### src/include/stream_params.svh
`ifndef STREAM_PARAMS_SVH
`define STREAM_PARAMS_SVH

// --------------------
// Bus and memory widths
// --------------------
`define STREAM_DATA_W 16                   // Wishbone data width
`define STREAM_ADDR_W 6                    // SRAM word address, 64 words
`define STREAM_BYTES  (`STREAM_DATA_W / 8) // Byte lanes per word

// --------------------
// Default address ring
// --------------------
`define STREAM_START 0                     // First ring address
`define STREAM_LAST  15                    // Last ring address, then wrap

`endif
### src/hw/stream_pkg.sv
`default_nettype none

`include "stream_params.svh"

// Types shared by the RTL and the testbench checks
package stream_pkg;

   // --------------------
   // Width types
   // --------------------
   typedef logic [`STREAM_DATA_W-1:0] data_t;  // One data word
   typedef logic [`STREAM_ADDR_W-1:0] addr_t;  // One SRAM word address
   typedef logic [`STREAM_BYTES-1:0]  sel_t;   // Byte enables, one per lane

endpackage

`default_nettype wire

### src/hw/stream_subsys_top.sv
`timescale 1ns/1ps
`default_nettype none

`include "stream_params.svh"

module stream_subsys_top (
   input  wire                 clk_i,
   input  wire                 rst_i,

   // Wishbone pipelined stream port
   input  wire                 cyc_i,
   input  wire                 stb_i,
   input  wire                 we_i,
   input  stream_pkg::sel_t    sel_i,
   input  stream_pkg::data_t   dat_i,
   output logic                ack_o,
   output logic                wrapped_o,  // Ring wrapped on this ack
   output stream_pkg::data_t   dat_o
);

   import stream_pkg::*;

   // --------------------
   // Stream port to SRAM
   // --------------------
   logic  sram_ce;   // Chip enable
   logic  sram_we;   // Write enable
   sel_t  sram_be;   // Byte enables
   addr_t sram_ad;   // Word address
   data_t sram_di;   // Write data
   data_t sram_do;   // Read data, one cycle after enable

   wb_sram_stream #(
      .START_ADDR (`STREAM_START),
      .LAST_ADDR  (`STREAM_LAST)
   ) wb_sram_stream_inst (
      .clk_i     (clk_i),
      .rst_i     (rst_i),
      .cyc_i     (cyc_i),
      .stb_i     (stb_i),
      .we_i      (we_i),
      .sel_i     (sel_i),
      .dat_i     (dat_i),
      .ack_o     (ack_o),
      .dat_o     (dat_o),
      .wrapped_o (wrapped_o),
      .sram_ce_o (sram_ce),
      .sram_we_o (sram_we),
      .sram_be_o (sram_be),
      .sram_ad_o (sram_ad),
      .sram_di_o (sram_di),
      .sram_do_i (sram_do)
   );

   // --------------------
   // On-chip SRAM
   // --------------------
   sram_array sram_array_inst (
      .clk_i (clk_i),
      .ce_i  (sram_ce),
      .we_i  (sram_we),
      .be_i  (sram_be),
      .ad_i  (sram_ad),
      .di_i  (sram_di),
      .do_o  (sram_do)
   );

endmodule

`default_nettype wire

### src/hw/wb_sram_stream.sv
`timescale 1ns/1ps
`default_nettype none

`include "stream_params.svh"

module wb_sram_stream #(
   parameter stream_pkg::addr_t START_ADDR = `STREAM_START,  // First ring address
   parameter stream_pkg::addr_t LAST_ADDR  = `STREAM_LAST    // Wrap after this one
) (
   input  wire                 clk_i,
   input  wire                 rst_i,

   // Wishbone pipelined stream port, no address
   input  wire                 cyc_i,
   input  wire                 stb_i,
   input  wire                 we_i,
   input  stream_pkg::sel_t    sel_i,
   input  stream_pkg::data_t   dat_i,
   output logic                ack_o,
   output stream_pkg::data_t   dat_o,
   output logic                wrapped_o,  // Pulses with ack of last address

   // SRAM side
   output logic                sram_ce_o,
   output logic                sram_we_o,
   output stream_pkg::sel_t    sram_be_o,
   output stream_pkg::addr_t   sram_ad_o,
   output stream_pkg::data_t   sram_di_o,
   input  stream_pkg::data_t   sram_do_i
);

   import stream_pkg::*;

   addr_t adr_q;       // Address of the next transfer
   addr_t adr_nxt;     // Stepped or wrapped address
   logic  at_last_w;   // Current address ends the ring
   logic  acc_w;       // Strobe accepted, from the bridge
   logic  wrap_q;      // Wrap pulse, aligned with ack

   // --------------------
   // Address counter
   // --------------------
   assign at_last_w = (adr_q == LAST_ADDR);
   assign adr_nxt   = at_last_w ? START_ADDR : adr_q + addr_t'(1);

   always_ff @(posedge clk_i) begin
      if (rst_i) begin
         adr_q <= START_ADDR;
      end else if (acc_w) begin
         adr_q <= adr_nxt;           // Step on every accepted strobe
      end
   end

   // --------------------
   // Wrap pulse
   // --------------------
   always_ff @(posedge clk_i) begin
      if (rst_i) begin
         wrap_q <= 1'b0;
      end else begin
         wrap_q <= acc_w & at_last_w;  // Same edge that registers ack
      end
   end

   assign wrapped_o = wrap_q;

   // --------------------
   // Wishbone to SRAM bridge
   // --------------------
   wb_sram_interface wb_sram_interface_inst (
      .clk_i     (clk_i),
      .rst_i     (rst_i),
      .cyc_i     (cyc_i),
      .stb_i     (stb_i),
      .we_i      (we_i),
      .sel_i     (sel_i),
      .dat_i     (dat_i),
      .adr_i     (adr_q),       // Counter drives every transfer
      .ack_o     (ack_o),
      .acc_o     (acc_w),       // Back to the counter as increment
      .dat_o     (dat_o),
      .sram_ce_o (sram_ce_o),
      .sram_we_o (sram_we_o),
      .sram_be_o (sram_be_o),
      .sram_ad_o (sram_ad_o),
      .sram_di_o (sram_di_o),
      .sram_do_i (sram_do_i)
   );

endmodule

`default_nettype wire

### src/hw/wb_sram_interface.sv
`timescale 1ns/1ps
`default_nettype none

`include "stream_params.svh"

module wb_sram_interface (
   input  wire                 clk_i,
   input  wire                 rst_i,

   // Wishbone pipelined slave side
   input  wire                 cyc_i,
   input  wire                 stb_i,
   input  wire                 we_i,
   input  stream_pkg::sel_t    sel_i,
   input  stream_pkg::data_t   dat_i,
   input  stream_pkg::addr_t   adr_i,      // From the stream address counter
   output logic                ack_o,
   output logic                acc_o,      // Strobe accepted this cycle
   output stream_pkg::data_t   dat_o,

   // SRAM side
   output logic                sram_ce_o,
   output logic                sram_we_o,
   output stream_pkg::sel_t    sram_be_o,
   output stream_pkg::addr_t   sram_ad_o,
   output stream_pkg::data_t   sram_di_o,
   input  stream_pkg::data_t   sram_do_i
);

   import stream_pkg::*;

   logic  acc_w;      // Accepted strobe, no stall ever
   logic  ack_q;      // Ack one cycle after acceptance
   logic  rd_pend_q;  // Acked transfer in this cycle is a read
   data_t hold_q;     // Last completed read word

   // --------------------
   // Strobe acceptance
   // --------------------
   // Every cycle with cyc and stb high is taken; the slave never
   // stalls, so the master only throttles by dropping stb
   assign acc_w = cyc_i & stb_i;
   assign acc_o = acc_w;  // Tells the counter to step

   // --------------------
   // SRAM control
   // --------------------
   assign sram_ce_o = acc_w;           // Combinational from the strobe
   assign sram_we_o = acc_w & we_i;    // Write only on accepted strobe
   assign sram_be_o = sel_i;           // Lanes used on writes only
   assign sram_ad_o = adr_i;
   assign sram_di_o = dat_i;

   // --------------------
   // Ack pipeline
   // --------------------
   always_ff @(posedge clk_i) begin
      if (rst_i) begin
         ack_q     <= 1'b0;
         rd_pend_q <= 1'b0;
      end else begin
         ack_q     <= acc_w;            // One ack per accepted strobe
         rd_pend_q <= acc_w & ~we_i;    // SRAM word arrives with this ack
      end
   end

   assign ack_o = ack_q;

   // --------------------
   // Read-data hold
   // --------------------
   always_ff @(posedge clk_i) begin
      if (rst_i) begin
         hold_q <= '0;                  // dat_o reads zero after reset
      end else if (rd_pend_q) begin
         hold_q <= sram_do_i;           // Capture as the read ack ends
      end
   end

   // During a read ack the SRAM output goes straight out, so the word
   // is on dat_o in the ack cycle; afterwards the hold register keeps it
   // through writes until the next read completes
   assign dat_o = rd_pend_q ? sram_do_i : hold_q;

endmodule

`default_nettype wire

### src/hw/sram_array.sv
`timescale 1ns/1ps
`default_nettype none

`include "stream_params.svh"

module sram_array (
   input  wire                 clk_i,
   input  wire                 ce_i,   // Chip enable
   input  wire                 we_i,   // Write when high, read when low
   input  stream_pkg::sel_t    be_i,   // Byte lane enables
   input  stream_pkg::addr_t   ad_i,   // Word address
   input  stream_pkg::data_t   di_i,   // Write data
   output stream_pkg::data_t   do_o    // Registered read data
);

   import stream_pkg::*;

   localparam int DEPTH = 1 << `STREAM_ADDR_W;  // Words in the array

   data_t mem [DEPTH];                          // Storage, never reset
   data_t rd_q;                                 // Read output register

   // --------------------
   // Write port
   // --------------------
   always_ff @(posedge clk_i) begin
      if (ce_i && we_i) begin
         for (int b = 0; b < `STREAM_BYTES; b++) begin
            if (be_i[b]) begin
               mem[ad_i][b*8 +: 8] <= di_i[b*8 +: 8];  // Enabled lane only
            end
         end
      end
   end

   // --------------------
   // Read port
   // --------------------
   always_ff @(posedge clk_i) begin
      if (ce_i && !we_i) begin
         rd_q <= mem[ad_i];  // Valid the cycle after enable
      end
   end

   // Holds last read word during writes and idle cycles
   assign do_o = rd_q;

endmodule

`default_nettype wire

### config.mk
export PLATFORM = sky130hd
export DESIGN_NAME = stream_subsys_top
export DESIGN_NICKNAME = d
export VERILOG_FILES = /design/src/hw/stream_pkg.sv /design/src/hw/stream_subsys_top.sv /design/src/hw/wb_sram_stream.sv /design/src/hw/wb_sram_interface.sv /design/src/hw/sram_array.sv
export VERILOG_INCLUDE_DIRS = /design/src /design/src/include
export SDC_FILE = /design/constraint.sdc
export NUM_CORES = 1
export LEC_CHECK = 0
export BUFFER_PORTS_ARGS = -buffer_cell sky130_fd_sc_hd__buf_4
export CORE_AREA = 2 2 265 267
export DETAILED_ROUTE_END_ITERATION = 7
export DIE_AREA = 0 0 267 269
export GPL_ROUTABILITY_DRIVEN = 0
export PLACE_DENSITY_LB_ADDON = 0.12
export REMOVE_ABC_BUFFERS = 1
export SYNTH_ARGS = -nofsm -noshare
export SYNTH_HDL_FRONTEND = slang
export SYNTH_SLANG_ARGS = --single-unit
### constraint.sdc
create_clock -name clk_i -period 8 [get_ports clk_i]
set_clock_uncertainty 0.15 [all_clocks]
set_input_delay 0.4 -clock clk_i [delete_from_list [all_inputs] [get_ports clk_i]]
set_output_delay 0.4 -clock clk_i [all_outputs]
set_load 0.01 [all_outputs]
* After elaboration in Yosys (flattened, before gate mapping)
Memories as Yosys holds them, arrays and structs flattened. A register that Yosys moved wholly into a read port is not among the register bits.
Cells that the tools add are included.
** Word-level totals
- Word-level logic and storage cells :: 24
- Memory bits (writable) :: 1024
- Input bits :: 23
- Memories kept :: 1
- Bits in registers :: 25
- Output and inout port bits :: 18
** Cells by class
- Mux-type cells :: 8
- Eq/ne operators :: 1
- $add $sub $neg :: 1
- Bitwise operators :: 5
- Reduce and logical (&&, ||, !) cells :: 3
** Memories
- sram_array_inst.mem :: depth 64, width 16, rd ports 1, clocked after Yosys merged registers in 1, write ports 1, line sram_array.sv:20 : data_t mem [DEPTH];
** Operator list (number)
- $mux 16 :: 1
- $add 6x1->6 const B :: 1
- $eq 6x4->1 const B :: 1
- $mux 1 :: 6
- $mux 6 :: 1
- $and 1x1->1 :: 4
- $logic_and 1x1->1 :: 2
- $logic_not 1->1 :: 1
- $not 1->1 :: 1

* Longest topological paths before layout
Gate-level depths: netlist of run 1.
- Depth in word-level cells :: 5
- Gate-level depth with buffers :: 10
- Gate-level depth less buffers :: 6

* Cells and area by module
A second synthesis of run 1 with hierarchy kept.
** Unflattened totals
- Cells, all modules :: 2475
- Area, all modules :: 41179.5 um^2
** Modules (own cells, without submodules)
- sram_array :: cells an instance 2364, area each 39993.4 um^2, instances 1
- wb_sram_interface :: cells an instance 83, area each 914.6 um^2, instances 1
- wb_sram_stream :: cells an instance 28, area each 271.5 um^2, instances 1

* Least setup slack after synthesis of run 1
Ideal clock, no wire load.
- Kind :: flip-flop to flip-flop
- Start point :: reg wb_sram_stream_inst.adr_q[2]
- End point :: mem sram_array_inst.mem[14][10] (netlist name), enable pin
- Cell stages (with the launch flop) :: 9
- Clock period less this slack :: 2.627 ns
- Arrival time :: 2.106 ns
- Setup slack :: 5.373 ns
- Path through :: dfxtp_1 buf_6 buf_2 buf_2 buf_4 buf_2 buf_2 nand3_1 nor2_1
** RTL lines
- start, declared :: line wb_sram_stream.sv:34 : addr_t adr_q;
- start signal, assigned :: line wb_sram_stream.sv:50 : adr_q <= adr_nxt;
- end, declared :: line sram_array.sv:20
Straight into the memory's write port.

==> out/qor.csv, run 1 <==
stage,metric,value,unit
placement,Post-DP HPWL,67930,um
critical_path,critical path buffer and inverter count,3,
placement,Placed Cells,3239,
synthesis,#FFs+latches synth,1065,
timing,Final setup viols,0,
finish,Non-Filler Instances,3425,
clocking,CTS Buf Count,105,
synthesis,synthesized area,40900,sq um
power,leakage,13.89,nW
clocking,CTS H-tree depth,3,
critical_path,largest fanout on the critical path,118,
finish,# nets final,2431,
floorplan,die area,71820,sq um
timing,unrepaired setup endpoints after global routing,no,
critical_path,CP peak stage delay,0.70,ns
synthesis,simple-gate portion of the synthesized area,0.04307,
synthesis,"Seq/Total Area, Yosys",0.7758,
timing,post-route setup slack,3.643,ns
timing,Slew Limit Fails,0,
detailed_routing,DR DRC count,0,
critical_path,critical path class,register to register,
finish,Area growth syn-to-layout,10.58,%
floorplan,die width,267,um
placement,pre-CTS WS,3.774,ns
synthesis,Yosys warning total,0,
critical_path,endpoint class of the critical path,register,
finish,Multi-input gate area,8364,sq um
synthesis,mux cell area share after synthesis,0.04638,
placement,IO buf count,40,
grt,total track usage,0.3251,
synthesis,Syn Area/Cell,17.01,sq um
detailed_routing,vias,24340,
clocking,clock buffer depth,3,
timing,Final TNS setup,0,ns
detailed_routing,Final ANT Viol Nets,0,
grt,first-pass GRT wire length,166100,um
timing,Worst Tran Pin Value,1.298,ns
clocking,Worst-path clk slew,0.06,ns
synthesis,Synth Area in Compound Gates,0.1127,
min_path,Hold Crit Class,input pin to register,
synthesis,post-synthesis cell count,2404,
detailed_routing,drt first pass iters,7,
floorplan,Core Area,69300,sq um
synthesis,ys flop type,edfxtp_1,
clocking,Post-CTS Setup Inserts,0,
finish,share of layout cells above drive strength 1,0.1364,
detailed_routing,Post-Route WL,116200,um
synthesis,main combinational cell family by area after synthesis,compound AO/OA/AOI/OAI gates,
floorplan,row count,97,
floorplan,die height,269,um
outcome,status,completed,
finish,final instance area,45230,sq um
finish,most frequent cells in the layout,"edfxtp_1, nor2_1, a22oi_1, a221oi_1, clkbuf_16",
grt,initial antenna violation count,3,
detailed_routing,Avg WL per Cell,33.92,um
finish,"commonest non-fill, non-tap cell in the layout",edfxtp_1,
grt,GR Overflow Total,0,
placement,area post-placement,41930,sq um
synthesis,area share of fa/ha/maj cells after synthesis,0.0003059,
critical_path,Worst path top cell family by delay,buffers and inverters,
clocking,CTS tree,yes,
power,pwr/cell area,248.8,nW/um^2
clocking,clock sink count,1065,
timing,Final period util,0.5447,
critical_path,Crit-path slowest cell,nor3_1,
finish,n_diodes,0,
synthesis,Post-synth EDFFs,1040,
timing,WHS,0.02297,ns
grt,pin count of the biggest net entering global routing,119,
critical_path,"Data required, critical path",8.35,ns
critical_path,WP data arrival,4.71,ns
critical_path,cell mode on critical path,buf_4,
timing,min Tclk post-route,4.357,ns
timing,maximum clock rate,0.2295,GHz
critical_path,R2R setup slack,3.64,ns
detailed_routing,Via density,7.107,
synthesis,XOR/XNOR Fraction of Synth Area,0.0004283,
flow_run,max_cap viols,0,
detailed_routing,DR iter-0 viols,3776,
synthesis,ys async rst share,0,
floorplan,Starting Density,0.5902,
clocking,worst skew pair latency,0.65,ns
finish,FILL cells,4739,
grt,vias in the first global route,23250,
finish,FF+latch area,31740,sq um
timing,hold violation count in the final report,0,
floorplan,I/O pins,41,
timing,Slew HR,0.1346,
clocking,CTS Root Cell,clkbuf_16,
critical_path,cells along the critical path,buf_12 > nor2b_4 > buf_4 > buf_4 > a221oi_1 > nor3_1 > a21oi_1 > nand4_1 > or3_1,
power,worst vdd ir,0.1519,mV
critical_path,startpoint types,register,
synthesis,post-synthesis cell type count,58,
-- flip-flops by register name, summed over array words and instances, names as in the netlist --
register	count
wb_sram_stream_inst.wb_sram_interface_inst.hold_q	16
sram_array_inst.mem	1024
wb_sram_stream_inst.wb_sram_interface_inst.rd_pend_q	1
wb_sram_stream_inst.wb_sram_interface_inst.ack_o	1
wb_sram_stream_inst.wrapped_o	1
wb_sram_stream_inst.adr_q	6
sram_array_inst.do_o	16
-- metrics by stage --
step           total power, mW  utilization
2_1_floorplan            6.411            -
3_3_place_gp             6.609       0.6050
3_5_place_dp             6.615       0.6050
4_1_cts                  11.27       0.6527
5_1_grt                  11.51       0.6527
6_report                 11.25       0.6527
-- power breakdown --
group / internal, mW / leakage, nW / switching (mW)
logic: 0.0922 / 2.73 / 0.273
registers: 6.13 / 9.55 / 0.0126
clock network: 2.75 / 1.61 / 2.00
total: 8.97 / 13.9 / 2.29
-- Yosys cell counts (10+ instances only) --
cell type | number | area (sq um)
a21oi_1 | 42 | 210.2
nand3_1 | 15 | 75.07
o221ai_1 | 23 | 201.4
edfxtp_1 | 1040 | 31230
mux2i_1 | 41 | 410.4
mux4_2 | 39 | 878.3
o22ai_1 | 55 | 344.1
nor2b_1 | 22 | 137.6
buf_1 | 26 | 97.59
o22a_1 | 11 | 96.34
o21ai_0 | 73 | 365.4
nor2_1 | 220 | 825.8
nor3_1 | 25 | 125.1
buf_2 | 64 | 320.3
clkbuf_1 | 80 | 300.3
dfxtp_1 | 25 | 500.5
nand2_1 | 64 | 240.2
a221oi_1 | 174 | 1524
a22oi_1 | 177 | 1329
buf_4 | 10 | 75.07
mux2_2 | 53 | 596.8
-- logic make-up after synthesis --
logic type,count (synthesis)
xor+xnor,2
mux,134
flops,1065
compound gates,617
buf+inv,189
simple gates,396
fa+ha+maj,1
-- repair_timing --
| action | in CTS | in global routing |
|---|---|---|
| hold buffers | 1 | 0 |
| gates resized for setup | 0 | 0 |
| endpoints found under the hold margin | 1 | 0 |
-- metal layers --
layer	share of wire	vias to the layer above	GRT usage
met1	0.39	12380	0.4842
met2	0.45	1849	0.4768
met5	0.00012	-	0
met3	0.13	221	0.08785
li1	-	9891	-
met4	0.028	2	0.09429
-- path summary, 6_finish.rpt --
check | start | endpoint | cells past startpoint
max | wb_sram_stream_inst.adr_q[2]$_SDFFE_PP0N_ | sram_array_inst.do_o[0]$_DFFE_PP_ | 9
min | rst_i | wb_sram_stream_inst.wb_sram_interface_inst.ack_o$_SDFF_PP0_ | 2
max reg2reg | wb_sram_stream_inst.adr_q[2]$_SDFFE_PP0N_ | sram_array_inst.do_o[0]$_DFFE_PP_ | 9
min reg2reg | register | register | 2
-- layout make-up --
type / count / area share
Multi-Input combinational cell: 1150 / 0.1849
Clock buffer: 145 / 0.06529
Timing Repair Buffer: 82 / 0.01422
Inverter: 3 / 0.0002490
Clock inverter: 40 / 0.007524
Tap cell: 940 / 0.02600
Sequential cell: 1065 / 0.7018
(Power assumes the default switching activity.)
==> run 2: changes to the inputs <==
--- a/config.mk
+++ b/config.mk
@@ -6,10 +6,11 @@
 export SDC_FILE = /design/constraint.sdc
 export NUM_CORES = 1
 export LEC_CHECK = 0
+export ABC_AREA = 1
 export BUFFER_PORTS_ARGS = -buffer_cell sky130_fd_sc_hd__buf_4
-export CORE_AREA = 2 2 265 267
+export CORE_AREA = 2 2 278 280
 export DETAILED_ROUTE_END_ITERATION = 7
-export DIE_AREA = 0 0 267 269
+export DIE_AREA = 0 0 280 282
 export GPL_ROUTABILITY_DRIVEN = 0
 export PLACE_DENSITY_LB_ADDON = 0.12
 export REMOVE_ABC_BUFFERS = 1
==> constraint.sdc (replaced) <==
create_clock -name clk_i -period 4.1 [get_ports clk_i]
set_clock_uncertainty 0.15 [all_clocks]
set_input_delay 0.205 -clock clk_i [delete_from_list [all_inputs] [get_ports clk_i]]
set_output_delay 0.205 -clock clk_i [all_outputs]
set_load 0.01 [all_outputs]
==> run 2 against run 1 <==
Compared with the run above:
- hold slack lost 0.0056 ns
- wire length down 3.3%
- combinational power increased to 3.8 times the previous value
- sequential cell count did not move
- count of clock-buffer cells in the layout fell by 10
- clock power is 99% higher
- critical path type unchanged
==> out/qor.csv, run 2 <==
stage,metric,value,unit,change
outcome,status,completed,,
critical_path,largest fanout on the critical path,185,,+57%
clocking,Post-CTS Setup Inserts,0,,unchanged
critical_path,startpoint types,register,,
finish,n_diodes,0,,unchanged
detailed_routing,vias,30950,,+27%
clocking,CTS tree,yes,,
timing,unrepaired setup endpoints after global routing,no,,
synthesis,ys flop type,edfxtp_1,,
clocking,Worst-path clk slew,0.06,ns,about the same
floorplan,Core Area,75700,sq um,+9.2%
finish,"commonest non-fill, non-tap cell in the layout",nand2_1,,
grt,initial antenna violation count,0,,-3
timing,WHS,0.01732,ns,-0.005648 ns
min_path,Hold Crit Class,input pin to register,,
clocking,CTS Root Cell,clkbuf_16,,
detailed_routing,Post-Route WL,112300,um,-3.3%
clocking,worst skew pair latency,0.66,ns,about the same
finish,most frequent cells in the layout,"nand2_1, edfxtp_1, buf_4, nor3_1, clkbuf_16",,
placement,IO buf count,40,,unchanged
synthesis,Syn Area/Cell,10.08,sq um,-41%
detailed_routing,Final ANT Viol Nets,0,,unchanged
detailed_routing,drt first pass iters,6,,-1
timing,hold violation count in the final report,0,,unchanged
timing,Final period util,0.7699,,+0.2252
synthesis,Yosys warning total,0,,unchanged
clocking,clock sink count,1065,,unchanged
synthesis,post-synthesis cell type count,30,,-48%
detailed_routing,Avg WL per Cell,19.98,um,-41%
grt,total track usage,0.2884,,-0.03675
power,leakage,20.93,nW,+51%
grt,pin count of the biggest net entering global routing,192,,+61%
synthesis,leading area contributor after synthesis,edfxtp_1,,
detailed_routing,DR iter-0 viols,3415,,-9.6%
synthesis,Synth area leaders,"edfxtp_1, nand2_1, nor3_1, buf_2, dfxtp_1",,
synthesis,top cell type's share of synthesized area,0.6925,,-0.07099
clocking,CTS H-tree depth,3,,unchanged
finish,share of layout cells above drive strength 1,0.08288,,-0.05353
timing,Slew Limit Fails,0,,unchanged
timing,Final setup viols,0,,unchanged
synthesis,synthesized area,45090,sq um,+10%
timing,Worst Tran Pin Value,1.036,ns,-0.2626 ns
grt,Global Route met2 Usage,0.4541,,-0.02273
grt,Most Crowded Layer GR,met2,,
critical_path,endpoint class of the critical path,register,,
finish,max reg flops,1024,,unchanged
synthesis,ys async rst share,0,,unchanged
timing,Slew HR,0.3096,,+0.1751
critical_path,critical path class,register to register,,
floorplan,Starting Density,0.5957,,+0.005518
timing,Final TNS setup,0,ns,unchanged
finish,# nets final,4579,,+88%
grt,met3 usage,0.03878,,-0.04907
critical_path,"Data required, critical path",4.31,ns,-4.04 ns
flow_run,max_cap viols,0,,unchanged
timing,maximum clock rate,0.3168,GHz,+38%
detailed_routing,Via density,5.505,,-23%
synthesis,Synth top cells by count,"nand2_1, edfxtp_1, nor3_1",,
synthesis,post-synthesis cell count,4473,,+86%
grt,GR Overflow Total,0,,unchanged
finish,FILL cells,5817,,+23%
clocking,clock buffer depth,3,,unchanged
grt,first-pass GRT wire length,172800,um,+4.0%
finish,largest reg by FF count,sram_array_inst.mem,,
floorplan,die height,282,um,+4.8%
power,worst vdd ir,0.3743,mV,+150%
floorplan,row count,101,,+4.1%
finish,Area growth syn-to-layout,11.61,%,
power,pwr/cell area,453.6,nW/um^2,+82%
floorplan,die width,280,um,+4.9%
placement,Post-DP HPWL,61650,um,-9.2%
detailed_routing,DR DRC count,0,,unchanged
grt,met1 Resource Use GR,0.4210,,-0.06325
critical_path,WP data arrival,3.37,ns,-1.34 ns
timing,min Tclk post-route,3.157,ns,-1.201 ns
synthesis,"Seq/Total Area, Yosys",0.7036,,-0.07213
floorplan,die area,78960,sq um,+9.9%
synthesis,top-count cell post-synth,nand2_1,,
synthesis,#FFs+latches synth,1065,,unchanged
grt,vias in the first global route,29690,,+28%
clocking,CTS Buf Count,106,,+0.95%
floorplan,I/O pins,41,,unchanged
synthesis,Post-synth EDFFs,1040,,unchanged
run 2: cell type report:
class                   instances  area [sq um]  area share
inverters                      35         148.9    0.002958
flip-flops and latches       1065         31740      0.6306
clock inverters                63         520.5     0.01034
clock buffers                 135          2865     0.05693
repair buffers                214          1719     0.03416
well taps                     978          1224     0.02431
multi-input cells            3133         12110      0.2407
run 2: final timing paths:
path	end	depth (start not counted)	slack, ns	from
max	sram_array_inst.mem[31][15]$_DFFE_PP_	6	0.94	wb_sram_stream_inst.adr_q[0]$_SDFFE_PP0N_
min	sram_array_inst.mem[15][4]$_DFFE_PP_	1	0.02	dat_i[4]
max reg2reg	sram_array_inst.mem[31][15]$_DFFE_PP_	6	0.94	wb_sram_stream_inst.adr_q[0]$_SDFFE_PP0N_
min reg2reg	register	2	0.32	register
run 2: through the flow:
| step | total power, mW | utilization | setup slack, ns | cells | instance area [sq um] |
|---|---|---|---|---|---|
| floorplan | 13.18 | - | -18.71 | 4233 | 43960 |
| global placement | 13.57 | 0.6195 | 0.9229 | 5420 | 46900 |
| detailed placement | 13.59 | 0.6195 | 0.9397 | 5420 | 46900 |
| CTS | 22.92 | 0.6649 | 0.9199 | 5623 | 50330 |
| global route | 23.52 | 0.6649 | 0.7026 | 5623 | 50330 |
| finish | 22.83 | 0.6649 | 0.9434 | 5623 | 50330 |
run 2: cell families (layout without fill, tap and decap cells):
kind of cell,count (synthesis),in the layout,synth area share
simple gates,3092,3092,0.2630
buf+inv,275,447,0.02797
flops,1065,1065,0.7036
xor+xnor,1,1,0.0001943
compound gates,39,39,0.004883
fa+ha+maj,1,1,0.0002774
run 2: repair_timing:
action,CTS,global route
hold buffers,5,0
gates resized for setup,0,0
hold endpoints to repair,77,0
run 2: layer usage:
layer | wire [um] | vias to the layer above
li1 | - | 14710
met1 | 48230 | 14750
met2 | 52100 | 1304
met3 | 8943 | 196
met4 | 3078 | 0
met5 | 0 | -
run 2: worst max-delay path: stages, from the launching register on:
cell and delay, ns:
dfxtp_4 0.60, buf_12 0.58, nand2_2 0.70, nor2_1 0.32, inv_1 0.13, nor2_1 0.11
buf_4 0.19
run 2: report_power, final:
| part | switching [mW] | internal (mW) | leakage, nW |
|---|---|---|---|
| Combinational | 1.06 | 0.331 | 9.72 |
| Clock | 3.98 | 5.48 | 1.65 |
| Sequential | 0.0253 | 12.0 | 9.55 |
| Total | 5.06 | 17.8 | 20.9 |
